==> src/tawas_pkg.sv <==
package tawas_pkg;

    // ####################
    // core dimensions.
    localparam int THREADS   = 4;   // also the pipeline depth.
    localparam int THREAD_W  = 2;
    localparam int REGS      = 8;
    localparam int REG_W     = 3;
    localparam int PC_W      = 24;
    localparam int PC_STRIDE = 256; // thread t starts at t * 256.

    // instruction class, bits 31:30.
    localparam logic [1:0] CLS_AU  = 2'd0;
    localparam logic [1:0] CLS_LS  = 2'd1;
    localparam logic [1:0] CLS_IMM = 2'd2;
    localparam logic [1:0] CLS_BR  = 2'd3;

    localparam logic [2:0] OP_ADD = 3'd0;
    localparam logic [2:0] OP_SUB = 3'd1;
    localparam logic [2:0] OP_AND = 3'd2;
    localparam logic [2:0] OP_OR  = 3'd3;
    localparam logic [2:0] OP_XOR = 3'd4;
    localparam logic [2:0] OP_SHL = 3'd5;  // by one.
    localparam logic [2:0] OP_SHR = 3'd6;  // by one, logical.
    localparam logic [2:0] OP_MOV = 3'd7;

    // ####################
    // instruction views, class always in 31:30.
    typedef struct packed {
        logic [1:0]       cls;
        logic [2:0]       opcode;
        logic [REG_W-1:0] rd;
        logic [REG_W-1:0] ra;
        logic [REG_W-1:0] rb;
        logic [17:0]      unused;
    } tawas_au_instr_t;

    typedef struct packed {
        logic [1:0]       cls;
        logic             store;
        logic [REG_W-1:0] rd;      // data register.
        logic [REG_W-1:0] ra;      // base register.
        logic [6:0]       unused;
        logic [15:0]      offset;  // signed.
    } tawas_ls_instr_t;

    typedef struct packed {
        logic [1:0]       cls;
        logic [REG_W-1:0] rd;
        logic [26:0]      imm;     // signed.
    } tawas_imm_instr_t;

    typedef struct packed {
        logic [1:0]      cls;
        logic            cond;     // taken only on zero flag.
        logic [4:0]      unused;
        logic [PC_W-1:0] target;
    } tawas_br_instr_t;

    typedef union packed {
        tawas_au_instr_t  au;
        tawas_ls_instr_t  ls;
        tawas_imm_instr_t imm;
        tawas_br_instr_t  br;
    } tawas_instr_u;

    // ####################
    // pipeline records.
    typedef struct packed {
        logic                valid;
        logic [THREAD_W-1:0] thread;
        logic [1:0]          cls;
        logic [2:0]          opcode;
        logic                store;
        logic [REG_W-1:0]    rd;
        logic [REG_W-1:0]    ra;
        logic [REG_W-1:0]    rb;
        logic [31:0]         imm;  // offset or load-immediate value.
    } tawas_op_t;

    typedef struct packed {
        logic [31:0] ra;
        logic [31:0] rb;
    } tawas_rd_data_t;

    typedef struct packed {
        logic                en;
        logic [THREAD_W-1:0] thread;
        logic [REG_W-1:0]    rd;
        logic [31:0]         data;
        logic                flag_en;
        logic                zero;
    } tawas_wb_t;

endpackage

==> src/tawas_fetch.sv <==
module tawas_fetch (
    input  logic                             clk,
    input  logic                             rst_n,

    output logic                             ics,
    output logic [tawas_pkg::PC_W-1:0]       iaddr,
    input  logic [31:0]                      idata,

    input  logic                             zero_flag,
    output logic [tawas_pkg::THREAD_W-1:0]   rd_thread,
    output logic [tawas_pkg::REG_W-1:0]      ra_idx,
    output logic [tawas_pkg::REG_W-1:0]      rb_idx,

    output tawas_pkg::tawas_op_t             ex_op
);
    logic                           fetch_en;
    logic [tawas_pkg::THREAD_W-1:0] f_thread;   // thread being fetched.
    logic                           d_valid;
    logic [tawas_pkg::THREAD_W-1:0] d_thread;   // thread being decoded.
    logic [tawas_pkg::PC_W-1:0]     pc [tawas_pkg::THREADS];
    tawas_pkg::tawas_instr_u        instr;
    tawas_pkg::tawas_op_t           dec_op;
    logic                           br_taken;

    assign ics = fetch_en;
    assign iaddr = pc[f_thread];

    always_ff @(posedge clk or negedge rst_n) begin
        if (!rst_n) begin
            fetch_en <= 1'b0;
            f_thread <= '0;
            d_valid <= 1'b0;
            d_thread <= '0;
        end else begin
            fetch_en <= 1'b1;  // one idle cycle out of reset.
            if (fetch_en)
                f_thread <= f_thread + 1'b1;
            d_valid <= fetch_en;
            d_thread <= f_thread;
        end
    end

    // fetch and decode never touch the same thread's pc in one cycle.
    always_ff @(posedge clk or negedge rst_n) begin
        if (!rst_n) begin
            for (int t = 0; t < tawas_pkg::THREADS; t++)
                pc[t] <= tawas_pkg::PC_W'(t * tawas_pkg::PC_STRIDE);
        end else begin
            if (fetch_en)
                pc[f_thread] <= pc[f_thread] + 1'b1;
            if (br_taken)
                pc[d_thread] <= instr.br.target;
        end
    end

    // ####################
    // decode.
    assign instr = idata;
    assign br_taken = d_valid && (instr.br.cls == tawas_pkg::CLS_BR) &&
                      (!instr.br.cond || zero_flag);

    always_comb begin
        dec_op = '0;
        dec_op.valid = d_valid;
        dec_op.thread = d_thread;
        dec_op.cls = instr.au.cls;
        case (instr.au.cls)
            tawas_pkg::CLS_AU: begin
                dec_op.opcode = instr.au.opcode;
                dec_op.rd = instr.au.rd;
                dec_op.ra = instr.au.ra;
                dec_op.rb = instr.au.rb;
            end
            tawas_pkg::CLS_LS: begin
                dec_op.store = instr.ls.store;
                dec_op.rd = instr.ls.rd;
                dec_op.ra = instr.ls.ra;
                dec_op.rb = instr.ls.rd;  // store data rides the rb port.
                dec_op.imm = {{16{instr.ls.offset[15]}}, instr.ls.offset};
            end
            tawas_pkg::CLS_IMM: begin
                dec_op.rd = instr.imm.rd;
                dec_op.imm = {{5{instr.imm.imm[26]}}, instr.imm.imm};
            end
            default: ;  // branch resolves here.
        endcase
    end

    assign rd_thread = d_thread;
    assign ra_idx = dec_op.ra;
    assign rb_idx = dec_op.rb;

    always_ff @(posedge clk or negedge rst_n) begin
        if (!rst_n)
            ex_op <= '0;
        else
            ex_op <= dec_op;
    end

    // execute always trails decode by exactly one slot of the rotation.
    a_rotation: assert property (@(posedge clk) disable iff (!rst_n)
        ex_op.valid |-> (d_valid && (ex_op.thread + 1'b1 == d_thread)));

endmodule

==> src/tawas_regfile.sv <==
module tawas_regfile (
    input  logic                             clk,
    input  logic                             rst_n,

    input  logic [tawas_pkg::THREAD_W-1:0]   rd_thread,
    input  logic [tawas_pkg::REG_W-1:0]      ra_idx,
    input  logic [tawas_pkg::REG_W-1:0]      rb_idx,
    output tawas_pkg::tawas_rd_data_t        rd_data,
    output logic                             zero_flag,

    input  tawas_pkg::tawas_wb_t             au_wb,
    input  tawas_pkg::tawas_wb_t             ls_wb
);
    logic [31:0]                  regs [tawas_pkg::THREADS][tawas_pkg::REGS];
    logic [tawas_pkg::THREADS-1:0] zflag;
    tawas_pkg::tawas_wb_t         wb;

    assign zero_flag = zflag[rd_thread];  // for branches in decode.

    // operands land in the execute stage alongside ex_op.
    always_ff @(posedge clk) begin
        rd_data.ra <= regs[rd_thread][ra_idx];
        rd_data.rb <= regs[rd_thread][rb_idx];
    end

    // ####################
    // writeback.
    assign wb = au_wb.en ? au_wb : ls_wb;

    always_ff @(posedge clk or negedge rst_n) begin
        if (!rst_n) begin
            for (int t = 0; t < tawas_pkg::THREADS; t++) begin
                for (int r = 0; r < tawas_pkg::REGS; r++)
                    regs[t][r] <= '0;
            end
            zflag <= '0;
        end else begin
            if (wb.en)
                regs[wb.thread][wb.rd] <= wb.data;
            if (wb.en && wb.flag_en)
                zflag[wb.thread] <= wb.zero;
        end
    end

    // au and ls retire in the same stage, so the class keeps them apart.
    a_one_wb: assert property (@(posedge clk) disable iff (!rst_n)
        !(au_wb.en && ls_wb.en));

endmodule

==> src/tawas_au.sv <==
module tawas_au (
    input  logic                       clk,
    input  logic                       rst_n,

    input  tawas_pkg::tawas_op_t       ex_op,
    input  tawas_pkg::tawas_rd_data_t  rd_data,

    output tawas_pkg::tawas_wb_t       au_wb
);
    logic        is_au;
    logic        is_imm;
    logic [31:0] result;

    assign is_au = ex_op.valid && (ex_op.cls == tawas_pkg::CLS_AU);
    assign is_imm = ex_op.valid && (ex_op.cls == tawas_pkg::CLS_IMM);

    // ####################
    // execute.
    always_comb begin
        result = ex_op.imm;  // load-immediate passes through.
        if (ex_op.cls == tawas_pkg::CLS_AU) begin
            case (ex_op.opcode)
                tawas_pkg::OP_ADD: result = rd_data.ra + rd_data.rb;
                tawas_pkg::OP_SUB: result = rd_data.ra - rd_data.rb;
                tawas_pkg::OP_AND: result = rd_data.ra & rd_data.rb;
                tawas_pkg::OP_OR:  result = rd_data.ra | rd_data.rb;
                tawas_pkg::OP_XOR: result = rd_data.ra ^ rd_data.rb;
                tawas_pkg::OP_SHL: result = {rd_data.ra[30:0], 1'b0};
                tawas_pkg::OP_SHR: result = {1'b0, rd_data.ra[31:1]};
                default:           result = rd_data.ra;  // move.
            endcase
        end
    end

    // result retires in the following cycle.
    always_ff @(posedge clk or negedge rst_n) begin
        if (!rst_n) begin
            au_wb <= '0;
        end else begin
            au_wb.en <= is_au || is_imm;
            au_wb.thread <= ex_op.thread;
            au_wb.rd <= ex_op.rd;
            au_wb.data <= result;
            au_wb.flag_en <= is_au;  // immediates leave the flag alone.
            au_wb.zero <= (result == 32'd0);
        end
    end

endmodule

==> src/tawas_ls.sv <==
module tawas_ls (
    input  logic                       clk,
    input  logic                       rst_n,

    input  tawas_pkg::tawas_op_t       ex_op,
    input  tawas_pkg::tawas_rd_data_t  rd_data,

    output logic                       dcs,
    output logic                       dwr,
    output logic [31:0]                daddr,
    output logic [31:0]                dout,
    input  logic [31:0]                din,

    output tawas_pkg::tawas_wb_t       ls_wb
);
    logic                           is_ls;
    logic                           ld_en;
    logic [tawas_pkg::THREAD_W-1:0] ld_thread;
    logic [tawas_pkg::REG_W-1:0]    ld_rd;

    assign is_ls = ex_op.valid && (ex_op.cls == tawas_pkg::CLS_LS);

    // ####################
    // data bus.
    assign dcs = is_ls;
    assign dwr = is_ls && ex_op.store;
    assign daddr = rd_data.ra + ex_op.imm;  // base plus signed offset.
    assign dout = rd_data.rb;

    always_ff @(posedge clk or negedge rst_n) begin
        if (!rst_n)
            ld_en <= 1'b0;
        else
            ld_en <= is_ls && !ex_op.store;
    end

    always_ff @(posedge clk) begin
        ld_thread <= ex_op.thread;
        ld_rd <= ex_op.rd;
    end

    // din is valid the cycle after dcs.
    always_comb begin
        ls_wb.en = ld_en;
        ls_wb.thread = ld_thread;
        ls_wb.rd = ld_rd;
        ls_wb.data = din;
        ls_wb.flag_en = 1'b0;  // loads leave the flag alone.
        ls_wb.zero = 1'b0;
    end

endmodule

==> src/tawas.sv <==
module tawas (
    input  logic                        clk,
    input  logic                        rst_n,

    output logic                        ics,
    output logic [tawas_pkg::PC_W-1:0]  iaddr,
    input  logic [31:0]                 idata,

    output logic                        dcs,
    output logic                        dwr,
    output logic [31:0]                 daddr,
    output logic [31:0]                 dout,
    input  logic [31:0]                 din
);
    logic [tawas_pkg::THREAD_W-1:0] rd_thread;
    logic [tawas_pkg::REG_W-1:0]    ra_idx;
    logic [tawas_pkg::REG_W-1:0]    rb_idx;
    logic                           zero_flag;
    tawas_pkg::tawas_op_t           ex_op;
    tawas_pkg::tawas_rd_data_t      rd_data;
    tawas_pkg::tawas_wb_t           au_wb;
    tawas_pkg::tawas_wb_t           ls_wb;

    tawas_fetch tawas_fetch (
        .clk(clk),
        .rst_n(rst_n),
        .ics(ics),
        .iaddr(iaddr),
        .idata(idata),
        .zero_flag(zero_flag),
        .rd_thread(rd_thread),
        .ra_idx(ra_idx),
        .rb_idx(rb_idx),
        .ex_op(ex_op)
    );

    tawas_regfile tawas_regfile (
        .clk(clk),
        .rst_n(rst_n),
        .rd_thread(rd_thread),
        .ra_idx(ra_idx),
        .rb_idx(rb_idx),
        .rd_data(rd_data),
        .zero_flag(zero_flag),
        .au_wb(au_wb),
        .ls_wb(ls_wb)
    );

    tawas_au tawas_au (
        .clk(clk),
        .rst_n(rst_n),
        .ex_op(ex_op),
        .rd_data(rd_data),
        .au_wb(au_wb)
    );

    tawas_ls tawas_ls (
        .clk(clk),
        .rst_n(rst_n),
        .ex_op(ex_op),
        .rd_data(rd_data),
        .dcs(dcs),
        .dwr(dwr),
        .daddr(daddr),
        .dout(dout),
        .din(din),
        .ls_wb(ls_wb)
    );

endmodule

==> config.mk <==
export PLATFORM = sky130hd
export DESIGN_NAME = tawas
export DESIGN_NICKNAME = d
export VERILOG_FILES = /design/src/tawas_pkg.sv /design/src/tawas_fetch.sv /design/src/tawas_regfile.sv /design/src/tawas_au.sv /design/src/tawas_ls.sv /design/src/tawas.sv
export SDC_FILE = /design/constraint.sdc
export NUM_CORES = 2
export LEC_CHECK = 0
export BUFFER_PORTS_ARGS = -buffer_cell sky130_fd_sc_hd__buf_2
export CAP_MARGIN = 5
export CORE_MARGIN = 3
export CORE_UTILIZATION = 55
export CTS_CLUSTER_DIAMETER = 60
export DETAILED_ROUTE_END_ITERATION = 8
export PLACE_DENSITY = 0.78
export SETUP_SLACK_MARGIN = 0.2
export SYNTH_ARGS = -nofsm -noshare
export SYNTH_HDL_FRONTEND = slang
export SYNTH_SLANG_ARGS = --single-unit
export TNS_END_PERCENT = 100
==> constraint.sdc <==
create_clock -name clk -period 7 [get_ports clk]
set_input_delay 0.35 -clock clk [delete_from_list [all_inputs] [get_ports clk]]
set_output_delay 0.35 -clock clk [all_outputs]
set_load 0.02 [all_outputs]
==> metrics.yaml <==
floorplan:
  die_width_um: 345.2
  start_util: 0.5586
  num_rows: 123
  die_h_um: 345.2
  ios: 157
  fp.coreArea_um2: 113300
  die_area_um2: 119100
place:
  dp_hpwl_um: 121300
  portBuffers: 156
  gp_congestion: 0.9706
  placed_area_um2: 65080
critical_path:
  worstPathArrival_ps: 6510
  crit_type: "reg -> reg"
  required_ps: 7640
  crit_path_max_fanout: 20
  crit_path_end_kind: "flop"
  startpoint_type: "flop"
routing:
  dr.pass1.iters: 6
  post-route-drc-count: 0
  via_per_inst: 6.356
  antenna_left: 0
  wl_um: 202400
  routedWlPerCell_um: 24.72
  drtIter0Drc: 5985
  num_vias: 52050
pwr:
  irDropWorstVdd_v: 0.0003677
  power_density_nw_per_um2: 464.5
  p_leak_uw: 0.02991
clock_tree:
  cts_buffer_depth: 3
  cts_root_buf: "clkbuf_16"
  cts_setup_buffers: 0
  insertion_delay_ps: 760
  clk_pin_slew_ps: 60
  clock-sinks: 1279
  cts_buffers: 133
  cts-hold-fix-buffers: 34
  cts_tree: "built"
  h-tree-depth: 4
  ctsResizeCount: 0
logic_synthesis:
  ys_async_sr_fraction: 0.9461
  synth_flop_cell: "dfrtp_1"
  yosysSeqAreaShare: 0.5004
  postSynthCellCount: 6712
  ys_types: 74
  syn_nets: 6916
  syn_area_per_cell_um2: 9.427
  ys_ff_latch: 1279
  synth_warnings: 0
  synth_edf_count: 0
  syn-cell-area_um2: 63270
cells_and_area:
  final_net_count: 6779
  fin_area_um2: 69890
  final_common_cell: "nand2_1"
  final_cell_mix: "1283 x nand2_1, 1199 x dfrtp_1, 747 x o21ai_0"
  syn2layout_area_growth_pct: 10.46
  drive_above_1_share: 0.1325
run:
  drv_cap: 0
timing:
  slew_violations: 0
  period_needed_ps: 5875
  setup_violations: 0
  worst_pin_slew_ps: 1228
  rsz0062_at_grt: "no"
  slew_headroom: 0.1725
  skew_ps: 26.00
  fin_crit_sh: 0.8393
  setup-tns-final_ps: 0
  hold_viol: 0
  max_freq_mhz: 170.2
status:
  status: "finished, final reports clean"
grt:
  antenna_found_initial: 10
  grt_pass1_wl_um: 309300
  grt_max_degree: 177
  grt.total_usage: 0.3384
  grt_remaining_overflow: 0
  first_global_vias: 51690
hold_path:
  hold_class: "in -> reg"
-- per-layer routing --
metal | routed length [um] | global-route usage | part of all wire | vias up
li1 | - | - | - | 22870
met1 | 75440 | 0.4330 | 0.37 | 25470
met2 | 91910 | 0.5218 | 0.45 | 2927
met3 | 21180 | 0.08799 | 0.10 | 779
met4 | 13810 | 0.2020 | 0.068 | 8
met5 | 55 | 0 | 0.00027 | -
-- metrics by stage --
stage	hold WS, ps	total power [uW]	worst slack, ps	std cells	util
2_1_floorplan	54.41	21120	1040	6712	-
4_1_cts	2.890	32270	1161	8187	0.6170
5_1_grt	11.38	34420	594.1	8188	0.6170
3_3_place_gp	349.7	24520	1227	7906	0.5746
6_report	27.89	32470	1125	8189	0.6171
3_5_place_dp	352.7	24970	1186	7906	0.5746
-- cell type report --
type / count / area (um^2)
Sequential cell: 1279 / 31680
Timing Repair Buffer: 310 / 2200
Clock buffer: 203 / 4016
Inverter: 94 / 352.8
Clock inverter: 44 / 447.9
Tap cell: 1500 / 1877
Antenna cell: 2 / 5.005
Fill cell: 8924 / 43380
Multi-Input combinational cell: 4757 / 29310
-- worst max-delay path, cell delays in order (launching register included) --
cell       delay, ps
dfrtp_2          530
nor2_1           140
buf_4            300
nand2_1          520
o41ai_1          290
xnor2_1          150
ha_1             390
nand2_1          120
or3_1            430
o21bai_1         170
o21bai_1         410
a31oi_1          410
mux2i_1          210
nor3_1           420
o211ai_1         200
nor4_1           230
nand4b_1         280
a2111oi_2        330
nor4b_2          250
-- cell usage after synthesis (8+ instances only) --
master,number,share of area
nand2_1,1295,0.077
dfrtp_1,1206,0.48
o21ai_0,747,0.059
nor2_1,710,0.042
a21oi_1,676,0.053
clkbuf_1,485,0.029
nand3_1,352,0.028
mux4_2,288,0.10
ha_1,136,0.027
inv_1,93,0.0055
dfxtp_1,69,0.022
xnor2_1,67,0.0093
buf_1,56,0.0033
mux2i_1,48,0.0076
a21o_1,41,0.0049
xor2_1,35,0.0048
buf_4,33,0.0039
nor3_1,32,0.0025
a211oi_1,29,0.0034
and2_1,29,0.0029
o22ai_1,21,0.0021
nor2b_1,17,0.0017
o21a_1,17,0.0020
a31oi_1,15,0.0015
o211ai_1,15,0.0018
a21boi_0,14,0.0017
a221oi_1,14,0.0019
a22oi_1,14,0.0017
nand2b_1,14,0.0014
or3_1,13,0.0013
o221ai_1,10,0.0014
and3_1,9,0.00089
nand4_1,9,0.00089
a22o_1,8,0.0011
mux2_2,8,0.0014
o21bai_1,8,0.00095
-- cell families (layout without fill, tap and decap cells) --
family	Yosys count	count (layout)	synth area share
simple gates	2500	2500	0.1609
other cells	1	3	0.00005927
compound gates	1671	1671	0.1429
xor+xnor	102	102	0.01412
mux	345	345	0.1118
fa+ha+maj	138	138	0.02753
flops	1279	1279	0.5004
buf+inv	676	651	0.04232
-- state kept, by name, indices dropped and copies added, names as in the netlist, 2 cells and up --
name / count
tawas_regfile.regs: 1024
tawas_fetch.pc: 96
tawas_regfile.rd_data: 64
tawas_au.au_wb: 40
tawas_fetch.ex_op: 39
tawas_regfile.zflag: 4
tawas_ls.ld_rd: 3
tawas_fetch.f_thread: 2
tawas_fetch.rd_thread: 2
tawas_ls.ld_thread: 2
-- report_power, final --
group | switching, uW | leakage, uW | total (uW) | internal [uW]
Clock | 3030 | 0.00222 | 7230 | 4200
Sequential | 1960 | 0.0133 | 12100 | 10100
Combinational | 7620 | 0.0144 | 13200 | 5530
-- final timing paths --
path	startpoint	to	slack [ps]	cells past startpoint
hold reg to reg	tawas_fetch.ex_op[48]	tawas_ls.ld_thread[1]	370	0
setup / recovery	tawas_fetch.ex_op[44]	tawas_au.au_wb[0]	1120	18
min in group asynchronous	rst_n	tawas_regfile.regs[992]	230	2
setup reg to reg	tawas_fetch.ex_op[44]	tawas_au.au_wb[0]	1120	18
max in group asynchronous	rst_n	tawas_regfile.regs[624]	4850	4
hold / removal	idata[24]	tawas_fetch.ex_op[38]	30	3
(Power assumes the default switching activity.)
